[config.mk]
export PLATFORM = sky130hd
export DESIGN_NAME = chitchat_link
export DESIGN_NICKNAME = d
export VERILOG_FILES = /design/src/source/chitchat_pkg.sv /design/src/source/crc16.sv /design/src/source/chitchat_tx.sv /design/src/source/chitchat_rx.sv /design/src/source/chitchat_link.sv
export SDC_FILE = /design/constraint.sdc
export NUM_CORES = 1
export LEC_CHECK = 0
export BUFFER_PORTS_ARGS = -buffer_cell sky130_fd_sc_hd__clkbuf_2
export CAP_MARGIN = 20
export CORE_ASPECT_RATIO = 0.9
export CORE_MARGIN = 10
export CORE_UTILIZATION = 27
export CTS_CLUSTER_DIAMETER = 150
export DETAILED_ROUTE_END_ITERATION = 16
export PLACE_DENSITY = 0.55
export SYNTH_ARGS = -nofsm -noshare
export SYNTH_HDL_FRONTEND = slang
export SYNTH_HIERARCHICAL = 1
export SYNTH_SLANG_ARGS = --single-unit
export TNS_END_PERCENT = 1
[constraint.sdc]
create_clock -name clk -period 7.55 [get_ports clk]
set_clock_uncertainty 0.1 [all_clocks]
set_input_delay 1.51 -clock clk [delete_from_list [all_inputs] [get_ports clk]]
set_output_delay 1.51 -clock clk [all_outputs]
set_load 0.005 [all_outputs]
[src/source/chitchat_pkg.sv]
`default_nettype none

package chitchat_pkg;

   // --------------------------------------------------
   // Vector types
   // --------------------------------------------------

   typedef logic [15:0] word_t;          // One transceiver word
   typedef logic [31:0] data_t;          // Payload or revision word
   typedef logic [2:0]  location_t;      // Transmitter ID
   typedef logic [15:0] frame_count_t;   // Frame counter

   // --------------------------------------------------
   // Protocol constants
   // --------------------------------------------------

   // K28.5 in the low byte of word 0
   localparam logic [7:0] CC_K28_5 = 8'hBC;

   // Upper byte of the comma word
   localparam logic [3:0] CC_PROTOCOL_CAT = 4'd1;
   localparam logic [3:0] CC_PROTOCOL_VER = 4'd1;

   // Top bits of word 1
   localparam logic [2:0] CC_GATEWARE_TYPE = 3'd2;

   // Comma, ID, rev ID x2, data0 x2, data1 x2, counters x2, CRC
   localparam int CC_FRAME_WORDS = 11;

   // CRC-16-CCITT, MSB first
   localparam word_t CC_CRC_INIT = 16'h0000;
   localparam word_t CC_CRC_POLY = 16'h1021;   // x^16 + x^12 + x^5 + 1

endpackage

`default_nettype wire

[src/source/crc16.sv]
`timescale 1ns/100ps
`default_nettype none

module crc16 (
   input  wire                      clk,
   input  wire                      arst_n,
   input  wire chitchat_pkg::word_t din,    // Word folded this cycle
   input  wire                      zero,   // Load init value instead of folding
   output chitchat_pkg::word_t      crc     // Registered remainder
);

   import chitchat_pkg::*;

   // One word through the LFSR, 16 serial steps unrolled
   function automatic word_t crc_fold(input word_t c_in, input word_t d);
      word_t c;
      logic  fb;
      c = c_in;
      for (int i = $bits(word_t) - 1; i >= 0; i--) begin
         fb = c[15] ^ d[i];                          // MSB first
         c  = {c[14:0], 1'b0} ^ (fb ? CC_CRC_POLY : '0);
      end
      return c;
   endfunction

   always_ff @(posedge clk or negedge arst_n) begin
      if (!arst_n) begin
         crc <= CC_CRC_INIT;
      end else if (zero) begin
         crc <= CC_CRC_INIT;                 // Start of a new frame
      end else begin
         crc <= crc_fold(crc, din);
      end
   end

endmodule

`default_nettype wire

[src/source/chitchat_tx.sv]
`timescale 1ns/100ps
`default_nettype none

module chitchat_tx #(
   parameter chitchat_pkg::data_t REV_ID = '0   // Sent in words 2 and 3
) (
   input  wire                             clk,
   input  wire                             arst_n,
   input  wire                             tx_transmit_en,  // Keeps frames flowing
   input  wire chitchat_pkg::location_t    tx_location,
   input  wire chitchat_pkg::data_t        tx_data0,
   input  wire chitchat_pkg::data_t        tx_data1,
   input  wire chitchat_pkg::frame_count_t tx_loopback_frame_counter,
   output logic                            tx_ready,        // Inputs sampled next cycle
   output chitchat_pkg::frame_count_t      local_frame_counter,
   output chitchat_pkg::word_t             gtx_d,
   output logic                            gtx_k            // Comma in low byte
);

   import chitchat_pkg::*;

   localparam logic [3:0] LAST_WORD  = 4'(CC_FRAME_WORDS - 1);
   localparam int         WORD_BITS  = $bits(word_t);
   localparam int         FRAME_BITS = CC_FRAME_WORDS * WORD_BITS;

   // --------------------------------------------------
   // Timing generator
   // --------------------------------------------------

   logic [3:0] word_cnt;     // Position within the 11-cycle frame slot
   logic       running;
   logic       load;         // Parallel load of the shift register
   logic       sync;         // Word 0 at the shift register head
   logic       last;
   logic       last_d1;
   logic       last_d2;
   logic       crc_time;     // Word 10 at the shift register head

   // Keep counting once a frame has begun
   assign running = tx_transmit_en || (word_cnt != '0);

   always_ff @(posedge clk or negedge arst_n) begin
      if (!arst_n) begin
         word_cnt <= '0;
         tx_ready <= 1'b0;
         load     <= 1'b0;
         sync     <= 1'b0;
         gtx_k    <= 1'b0;
         last     <= 1'b0;
         last_d1  <= 1'b0;
         last_d2  <= 1'b0;
         crc_time <= 1'b0;
      end else begin
         word_cnt <= (word_cnt == LAST_WORD) ? '0 : word_cnt + {3'b000, running};
         tx_ready <= (word_cnt == 4'd1);
         load     <= tx_ready;                  // One cycle after the ready pulse
         sync     <= load;
         gtx_k    <= sync;                      // Aligned with word 0 on gtx_d
         last     <= (word_cnt == LAST_WORD);
         last_d1  <= last;
         last_d2  <= last_d1;
         crc_time <= last_d2;
      end
   end

   // --------------------------------------------------
   // Frame shift register
   // --------------------------------------------------

   logic [FRAME_BITS-1:0] frame_q;
   word_t                 frame_head;
   word_t                 crc_tx;

   assign frame_head = frame_q[FRAME_BITS-1 -: WORD_BITS];

   always_ff @(posedge clk or negedge arst_n) begin
      if (!arst_n) begin
         local_frame_counter <= '0;
         frame_q             <= '0;             // Idle stream is all zero
      end else begin
         local_frame_counter <= local_frame_counter + frame_count_t'(tx_ready);
         if (load) begin
            // Big-endian 32-bit fields, CRC slot padded with zero
            frame_q <= {CC_PROTOCOL_CAT, CC_PROTOCOL_VER, CC_K28_5,
                        CC_GATEWARE_TYPE, tx_location, 10'b0,
                        REV_ID,
                        tx_data0,
                        tx_data1,
                        local_frame_counter,
                        tx_loopback_frame_counter,
                        16'h0000};
         end else begin
            frame_q <= {frame_q[FRAME_BITS-WORD_BITS-1:0], 16'h0000};  // Zero fill
         end
      end
   end

   // --------------------------------------------------
   // CRC insertion
   // --------------------------------------------------

   // Cleared on word 0, so the remainder covers words 1 to 9
   crc16 crc_i (
      .clk    (clk),
      .arst_n (arst_n),
      .din    (frame_head),
      .zero   (sync),
      .crc    (crc_tx)
   );

   always_ff @(posedge clk or negedge arst_n) begin
      if (!arst_n) begin
         gtx_d <= '0;
      end else begin
         gtx_d <= crc_time ? crc_tx : frame_head;   // CRC replaces the pad
      end
   end

endmodule

`default_nettype wire

[src/source/chitchat_rx.sv]
`timescale 1ns/100ps
`default_nettype none

module chitchat_rx #(
   parameter int LINK_UP_CNT = 3   // Good frames in a row before link up
) (
   input  wire                        clk,
   input  wire                        arst_n,
   input  wire chitchat_pkg::word_t   gtx_d,
   input  wire                        gtx_k,
   output chitchat_pkg::location_t    rx_location,
   output chitchat_pkg::data_t        rx_data0,
   output chitchat_pkg::data_t        rx_data1,
   output chitchat_pkg::data_t        rx_rev_id,
   output chitchat_pkg::frame_count_t rx_frame_counter,
   output chitchat_pkg::frame_count_t rx_loopback_frame_counter,
   output logic                       rx_valid,       // Good frame, fields updated
   output logic                       rx_crc_fault,   // CRC mismatch on word 10
   output logic                       rx_link_up
);

   import chitchat_pkg::*;

   localparam logic [3:0] LAST_WORD  = 4'(CC_FRAME_WORDS - 1);
   localparam int         HOLD_WORDS = CC_FRAME_WORDS - 2;   // Words 1 to 9
   localparam int         CNT_W      = $clog2(LINK_UP_CNT + 1);
   localparam logic [CNT_W-1:0] GOOD_MAX = CNT_W'(LINK_UP_CNT);

   typedef enum logic {
      ST_HUNT,       // Looking for a comma
      ST_RECEIVE     // Locked to frame boundaries
   } state_t;

   state_t     state;
   logic [3:0] word_cnt;     // Index of the word now on gtx_d
   logic       expect_comma;
   logic       is_comma;
   logic       at_crc_word;
   logic       frame_good;
   logic       shift_en;
   word_t      crc_rx;
   word_t      hold_q [1:HOLD_WORDS];
   logic [CNT_W-1:0] good_cnt;   // Saturating run of good frames

   // --------------------------------------------------
   // Word decode
   // --------------------------------------------------

   assign is_comma     = gtx_k && (gtx_d == {CC_PROTOCOL_CAT, CC_PROTOCOL_VER, CC_K28_5});
   assign expect_comma = (state == ST_HUNT) || (word_cnt == '0);
   assign at_crc_word  = (state == ST_RECEIVE) && (word_cnt == LAST_WORD);
   assign frame_good   = at_crc_word && (gtx_d == crc_rx);
   assign shift_en     = (state == ST_RECEIVE) && !expect_comma && !at_crc_word;

   // Held at init until a comma, then folds words 1 to 9
   crc16 crc_i (
      .clk    (clk),
      .arst_n (arst_n),
      .din    (gtx_d),
      .zero   (expect_comma),
      .crc    (crc_rx)
   );

   // --------------------------------------------------
   // Frame FSM and link-up counter
   // --------------------------------------------------

   always_ff @(posedge clk or negedge arst_n) begin
      if (!arst_n) begin
         state        <= ST_HUNT;
         word_cnt     <= '0;
         rx_valid     <= 1'b0;
         rx_crc_fault <= 1'b0;
         good_cnt     <= '0;
         rx_link_up   <= 1'b0;
      end else begin
         rx_valid     <= 1'b0;
         rx_crc_fault <= 1'b0;
         case (state)
            ST_HUNT: begin
               if (is_comma) begin
                  state    <= ST_RECEIVE;
                  word_cnt <= 4'd1;
               end
            end
            ST_RECEIVE: begin
               if (word_cnt == '0) begin
                  if (is_comma) begin
                     word_cnt <= 4'd1;            // Next frame back to back
                  end else begin
                     state      <= ST_HUNT;       // Lost framing
                     good_cnt   <= '0;
                     rx_link_up <= 1'b0;
                  end
               end else if (word_cnt == LAST_WORD) begin
                  word_cnt <= '0;                 // Comma expected next
                  if (frame_good) begin
                     rx_valid <= 1'b1;
                     if (good_cnt != GOOD_MAX) good_cnt <= good_cnt + 1'b1;
                     if (good_cnt >= GOOD_MAX - 1'b1) rx_link_up <= 1'b1;
                  end else begin
                     rx_crc_fault <= 1'b1;
                     good_cnt     <= '0;
                     rx_link_up   <= 1'b0;
                  end
               end else begin
                  word_cnt <= word_cnt + 4'd1;
               end
            end
            default: state <= ST_HUNT;
         endcase
      end
   end

   // --------------------------------------------------
   // Field capture
   // --------------------------------------------------

   always_ff @(posedge clk) begin
      if (shift_en) begin
         for (int k = 1; k < HOLD_WORDS; k++) begin
            hold_q[k] <= hold_q[k+1];
         end
         hold_q[HOLD_WORDS] <= gtx_d;               // Newest word at the tail
      end
   end

   // Outputs only move on a good frame
   always_ff @(posedge clk or negedge arst_n) begin
      if (!arst_n) begin
         rx_location               <= '0;
         rx_rev_id                 <= '0;
         rx_data0                  <= '0;
         rx_data1                  <= '0;
         rx_frame_counter          <= '0;           // Looped back as zero until a frame
         rx_loopback_frame_counter <= '0;
      end else if (frame_good) begin
         rx_location               <= hold_q[1][12:10];
         rx_rev_id                 <= {hold_q[2], hold_q[3]};
         rx_data0                  <= {hold_q[4], hold_q[5]};
         rx_data1                  <= {hold_q[6], hold_q[7]};
         rx_frame_counter          <= hold_q[8];
         rx_loopback_frame_counter <= hold_q[9];
      end
   end

endmodule

`default_nettype wire

[src/source/chitchat_link.sv]
`timescale 1ns/100ps
`default_nettype none

module chitchat_link #(
   parameter chitchat_pkg::data_t REV_ID      = '0,   // Local gateware revision
   parameter int                  LINK_UP_CNT = 3
) (
   input  wire                             clk,
   input  wire                             arst_n,

   // Transmit side
   input  wire                             tx_transmit_en,
   input  wire chitchat_pkg::location_t    tx_location,
   input  wire chitchat_pkg::data_t        tx_data0,
   input  wire chitchat_pkg::data_t        tx_data1,
   output wire                             tx_ready,
   output wire chitchat_pkg::word_t        tx_gtx_d,
   output wire                             tx_gtx_k,
   output wire chitchat_pkg::frame_count_t local_frame_counter,

   // Receive side
   input  wire chitchat_pkg::word_t        rx_gtx_d,
   input  wire                             rx_gtx_k,
   output wire chitchat_pkg::location_t    rx_location,
   output wire chitchat_pkg::data_t        rx_data0,
   output wire chitchat_pkg::data_t        rx_data1,
   output wire chitchat_pkg::data_t        rx_rev_id,
   output wire chitchat_pkg::frame_count_t rx_frame_counter,
   output wire chitchat_pkg::frame_count_t rx_loopback_frame_counter,
   output wire                             rx_valid,
   output wire                             rx_crc_fault,
   output wire                             rx_link_up
);

   // Far-end counter goes back out in word 9 for round-trip timing
   chitchat_tx #(
      .REV_ID (REV_ID)
   ) tx_i (
      .clk                       (clk),
      .arst_n                    (arst_n),
      .tx_transmit_en            (tx_transmit_en),
      .tx_location               (tx_location),
      .tx_data0                  (tx_data0),
      .tx_data1                  (tx_data1),
      .tx_loopback_frame_counter (rx_frame_counter),
      .tx_ready                  (tx_ready),
      .local_frame_counter       (local_frame_counter),
      .gtx_d                     (tx_gtx_d),
      .gtx_k                     (tx_gtx_k)
   );

   chitchat_rx #(
      .LINK_UP_CNT (LINK_UP_CNT)
   ) rx_i (
      .clk                       (clk),
      .arst_n                    (arst_n),
      .gtx_d                     (rx_gtx_d),
      .gtx_k                     (rx_gtx_k),
      .rx_location               (rx_location),
      .rx_data0                  (rx_data0),
      .rx_data1                  (rx_data1),
      .rx_rev_id                 (rx_rev_id),
      .rx_frame_counter          (rx_frame_counter),
      .rx_loopback_frame_counter (rx_loopback_frame_counter),
      .rx_valid                  (rx_valid),
      .rx_crc_fault              (rx_crc_fault),
      .rx_link_up                (rx_link_up)
   );

endmodule

`default_nettype wire

# Word-level counts from Yosys, hierarchy flattened
# Memory sizes are Yosys's and may differ from the RTL's. A register that Yosys moved wholly into a read port is not among the register bits.
# Index checks and enable logic that the tools add are counted.
totals:
  regBits: 390
  wordCells: 184
  mem_bits_rw: 144
  in_bits: 87
  out_inout_bits: 168
  n_memories: 1
op_classes:
  reduce_logical: 15
  bitwise: 65
  addsub: 4
  mux: 64
  eq_ne: 9
  order_cmp: 1
mem_list:
  columns: ["memory", "words", "width", "read_ports", "rd_ports_with_merged_regs", "wr", "line", "text"]
  rows:
  - ["rx_i.hold_q", 9, 16, 9, 1, 9, "chitchat_rx.sv:42", "word_t hold_q [1:HOLD_WORDS];"]
ops:
  columns: ["cell", "n"]
  rows:
  - ["$xor 16x13->16", 32]
  - ["$mux 13", 32]
  - ["$mux 176", 1]
  - ["$mux 16", 3]
  - ["$xor 1x1->1", 32]
  - ["$mux 1", 17]
  - ["$add 16x1->16", 1]
  - ["$eq 16x13->1 const B", 1]
  - ["$eq 16x16->1", 1]
  - ["$mux 4", 4]
  - ["$mux 2", 5]
  - ["$eq 4x4->1 const B", 2]
  - ["$pmux 4 s2", 1]
  - ["$reduce_and 4->1", 2]
  - ["$ne 3x3->1 const B", 2]
  - ["$logic_and 1x1->1", 5]
  - ["$add 4x1->4", 1]
  - ["$add 4x1->4 const B", 1]
  - ["$eq 4x1->1 const B", 1]
  - ["$logic_not 4->1", 1]
  - ["$ne 2x2->1 const B", 2]
  - ["$reduce_bool 4->1", 1]
  - ["$logic_not 1->1", 3]
  - ["$add 2x1->2 const B", 1]
  - ["other kinds (5)", 6]

# Logic depth before layout (Yosys ltp)
depth:
  word_depth: 49
  depth_mapped: 8
  mapped_depth_nobuf: 7

# Cells and area by module
# Netlist, hierarchy kept.
modules_own_cells:
  columns: ["module", "seq_area_each_um2", "area_per_inst_um2", "cells_per_inst", "n_inst"]
  rows:
  - ["chitchat_rx", 7462.2, 9580.4, 492, 1]
  - ["chitchat_tx", 5104.9, 7258.2, 460, 1]
  - ["crc16", 400.4, 1062.3, 82, 2]

# Least setup slack after synthesis
# Ideal clock, no wire load.
synth_path:
  kind: "flip-flop to flip-flop"
  startpoint: "register rx_i.state"
  endpoint: "memory rx_i/hold_q[1][10] in the netlist's numbering (enable)"
  synth_period_minus_slack_ps: 7893
  setup_time_ps: 665
  t_arrival_ps: 7128
  required_time_ps: 6785
  stages_incl_launch_ff: 5
  slack_ps: -343
  path_buffers: 1
  cell_sequence: "dfrtp_1 clkbuf_1 inv_1 a21o_1 a21oi_1"
synth_lines:
  columns: ["element", "line", "text"]
  rows:
  - ["from (decl)", "chitchat_rx.sv:34", "state_t state;"]
  - ["from (signal assigned)", "chitchat_rx.sv:70", "state <= ST_HUNT;"]
  - ["from (signal assigned)", "chitchat_rx.sv:82", "state <= ST_RECEIVE;"]
  - ["from (signal assigned)", "chitchat_rx.sv:91", "state <= ST_HUNT;"]
  - ["to (decl)", "chitchat_rx.sv:42", null]

# Worst setup path after layout
layout_path:
  startpoint: "input port rx_gtx_d[13]"
  endpoint: "register rx_i.rx_data0[20], read port of rx_i.hold_q"
layout_via:
  elab_chain_cells: 2
layout_lines:
  columns: ["element", "line", "text"]
  rows:
  - ["from (decl)", "chitchat_link.sv:22", "input wire chitchat_pkg::word_t rx_gtx_d,"]
  - ["$eq 16x16->1", "chitchat_rx.sv:52", "assign frame_good = at_crc_word && (gtx_d == crc_rx);"]
  - ["$logic_and 1x1->1", "chitchat_rx.sv:52", null]
  - ["to (decl)", "chitchat_rx.sv:12", "output chitchat_pkg::data_t rx_data0,"]
# No other way between the ends.
# A chain may end at the register's enable or synchronous reset.

==> results by group <==
Min path
  • Worst hold path stage count: 0
  • HP Class: flop to flop
  • Hold_sp: tx_i/last_d2$_DFF_PN0_
  • Hold Path Sink: tx_i/crc_time$_DFF_PN0_

Yosys
  • Synth top area cells: dfrtp_1, edfxtp_1, mux2_2
  • Post-synth top area cell: dfrtp_1
  • Number of flops mapped to enable cells by yosys: roughly 130
  • Ys flop type: dfrtp_1
  • Cell area after synthesis: around 19000 um2
  • Post-synth cell types: between 40 and 50
  • Register area share after synthesis: 70.49%
  • Count leader, synth: dfrtp_1
  • Post-synth ARST share: roughly three quarters
  • Most common library cells after synthesis: dfrtp_1, mux2_2, edfxtp_1
  • Yosys top cell area share: between 40% and 50%
  • Mapped Avg Cell Area: roughly 17 um2
  • Synth warn: 6
  • Mapped Nets: 1212
  • Synth Register Bits: 508
  • Cell count after synthesis: 1116

Route
  • Vias after detailed routing: 9474
  • Routed len/inst: 18.24 um
  • Vias per Instance: 3.977
  • Final WL: around 43000 um
  • Initial DRC Count: 365
  • Antenna Nets Post-Route: 0
  • DRC: 0
  • Iteration count of the initial detailed-routing pass: 4

Power
  • Pwr Density: 359.1 nW/um2
  • Pleak: 10.87 nW
  • VDD IR max: 0.0002572 V

Timing
  • RSZ-0062 raised after global routing: false
  • Worst setup margin: approximately 3.5 ns
  • Final count of hold timing violations: 0
  • Slew Limit Headroom: 36.00%
  • Final worst-path cycle share: 54.21%
  • Tmin final: 4.093 ns
  • Fmax: ~240 MHz
  • Final setup TNS: 0 ns
  • Final setup fails: 0
  • Worst Tran Pin Value: between 0.9 and 1 ns
  • Fin. max-slew vios: 0

CTS
  • CTS clk-pin slew, worst paths: 0.06 ns
  • Post-CTS Hold Buffers: 0
  • Clock buffer count from CTS: 55
  • H-tree levels: 2
  • Clock Latency Late Sink: roughly 0.6 ns
  • Clk buf depth: 3
  • CTS Root Cell: clkbuf_16
  • Post-cts resize count: 0
  • TritonCTS clock tree: yes
  • Clk sinks: between 500 and 600
  • Post CTS Setup Buffer Count: 0

Cells and area
  • Final core occ: between 30% and 40%
  • Layout area overhead: 22.29%
  • Share of layout cells above drive strength 1: 40.46%
  • Final net count: around 1500

Floorplan
  • Die height: 271.4 um
  • Core Region: about 70000 um2
  • Initial cell density of the core: roughly 27%
  • I/O pin cnt: 255
  • Die X: 299.4 um
  • Site Rows: 92
  • Die ar.: 81250 um2

Job
  • Max-Cap Viols: 0

Place
  • Gpl congestion: approximately 0.78
  • HPWL after detailed placement: 30890 um
  • I/O Buffers: 254
  • Pre-CTS WS: 2.827 ns

Worst setup path
  • RR Startpoint: rx_i/crc_i/crc[13]$_DFF_PN0_
  • Crit. End Element: flop
  • Peak fanout along the critical path: 63
  • Crit path arrival time: 4.47 ns
  • FF-to-FF setup slack: 4.13 ns
  • Reg2reg end: rx_i/rx_data0[20]$_DFFE_PN0N_
  • CP Launch Type: input port
  • Required time worst endpoint: 7.92 ns
  • Setup Crit Path Kind: input port to flop
  • Crit. Startpoint: rx_gtx_d[13]
  • Reg2Reg Depth: 6

Global routing
  • First-pass GRT wire length: between 60000 and 70000 um
  • Vias in the first global route: between 10000 and 15000
  • Total global routing overflow: 0
  • Initial antenna violation count: 0
  • Largest net degree at the start of global routing: 179
  • GRT Util Overall: 10.65%

Outcome
  • Status: finished clean
==> logic make-up (layout without fill, tap and decap cells) <==
logic type / count (synthesis) / count (layout) / share of synthesized area (%)
compound gates: 21 / 21 / 0.7852
fa+ha+maj: 9 / 9 / 0.5938
buf+inv: 52 / 377 / 1.577
other cells: 0 / 1 / 0
flops: 508 / 508 / 70.49
simple gates: 167 / 167 / 5.080
mux: 232 / 232 / 13.77
xor+xnor: 127 / 127 / 7.700
==> sequential cells by signal, indices dropped and copies added (netlist names), 2 cells and up <==
| register | flops |
|---|---|
| rx_i/hold_q | 131 |
| rx_i/word_cnt | 4 |
| rx_i/rx_location | 3 |
| rx_i/rx_rev_id | 32 |
| rx_i/crc_i/crc | 16 |
| rx_i/rx_data1 | 32 |
| tx_i/frame_q | 160 |
| tx_i/crc_i/crc | 16 |
| rx_i/rx_loopback_frame_counter | 16 |
| tx_i/gtx_d | 16 |
| rx_i/good_cnt | 2 |
| tx_i/word_cnt | 4 |
| rx_i/rx_data0 | 32 |
| rx_i/rx_frame_counter | 16 |
| tx_i/local_frame_counter | 16 |
==> final cells by class <==
cell class,instances,area [um2]
Tap cell,940,1176
Antenna cell,1,2.502
Multi-Input combinational cell,556,5310
Clock inverter,20,222.7
Clock buffer,84,1699
Timing Repair Buffer,262,1366
Inverter,11,41.29
Sequential cell,508,13370
Fill cell,6811,46680
==> cell usage in the layout (no fill, tap or decap), types with 3 or more instances in the layout <==
master and count:
and2_1 17, buf_4 6, bufinv_16 3, clkbuf_1 11, clkbuf_16 58, clkbuf_2 253
clkbuf_8 15, clkinv_2 6, clkinv_4 3, clkinvlp_4 4, dfrtp_1 376, edfxtp_1 131
ha_1 9, inv_1 11, mux2_1 46, mux2_2 185, nand2_1 11, nand3_1 7
nand4_1 5, nor2_1 44, nor2b_1 55, nor3_1 4, nor3b_1 3, nor4_2 4
o21ai_0 5, or2_2 8, xnor2_1 69, xnor2_2 6, xnor2_4 6, xnor3_1 4
xnor3_2 6, xor2_1 30, xor2_2 6
==> where the power goes <==
part / leakage [nW] / switching [mW] / internal [mW]
clock network: 0.939 / 1.10 / 1.66
registers: 6.31 / 0.214 / 3.22
logic: 3.63 / 1.00 / 1.13
total: 10.9 / 2.31 / 6.01
==> critical path: stages <==
cell and delay [ns]:
clkbuf_2 0.14, xnor2_1 0.24, nand4_1 0.16, nor4_2 0.39
and4_4 0.85, buf_4 0.64, mux2_2 0.41
==> per-layer routing <==
metal | global-route usage (%) | vias up | wire, um
met5 | 0 | - | 0
met4 | 3.407 | 0 | 1072
met3 | 3.819 | 67 | 3128
met2 | 17.31 | 187 | 20790
met1 | 13.06 | 4805 | 18460
li1 | - | 4415 | -
==> metrics by stage <==
stage / std cells / hold slack, ns / cell area [um2] / power [mW]
2_1_floorplan: 1116 / 0.2312 / 18970 / 5.165
3_3_place_gp: 2277 / 0.2419 / 21270 / 5.622
3_5_place_dp: 2277 / 0.2347 / 21270 / 5.650
4_1_cts: 2381 / 0.2485 / 23190 / 8.479
5_1_grt: 2381 / 0.2576 / 23190 / 8.876
6_report: 2382 / 0.2478 / 23190 / 8.327
==> worst max-delay path by stage <==
stage,endpoint,slack (ns),cells past startpoint
2_1_floorplan,rx_i/hold_q[1][10]$_DFFE_PP_,2.44,3
3_3_place_gp,rx_i/rx_data1[4]$_DFFE_PN0N_,2.92,7
3_5_place_dp,rx_i/rx_data0[20]$_DFFE_PN0N_,2.83,7
4_1_cts,rx_i/rx_data0[20]$_DFFE_PN0N_,3.49,7
5_1_grt,rx_i/rx_rev_id[4]$_DFFE_PN0N_,3.35,7
6_report,rx_i/rx_data0[20]$_DFFE_PN0N_,3.46,7
Note: power is estimated with default switching activity, not from simulation.
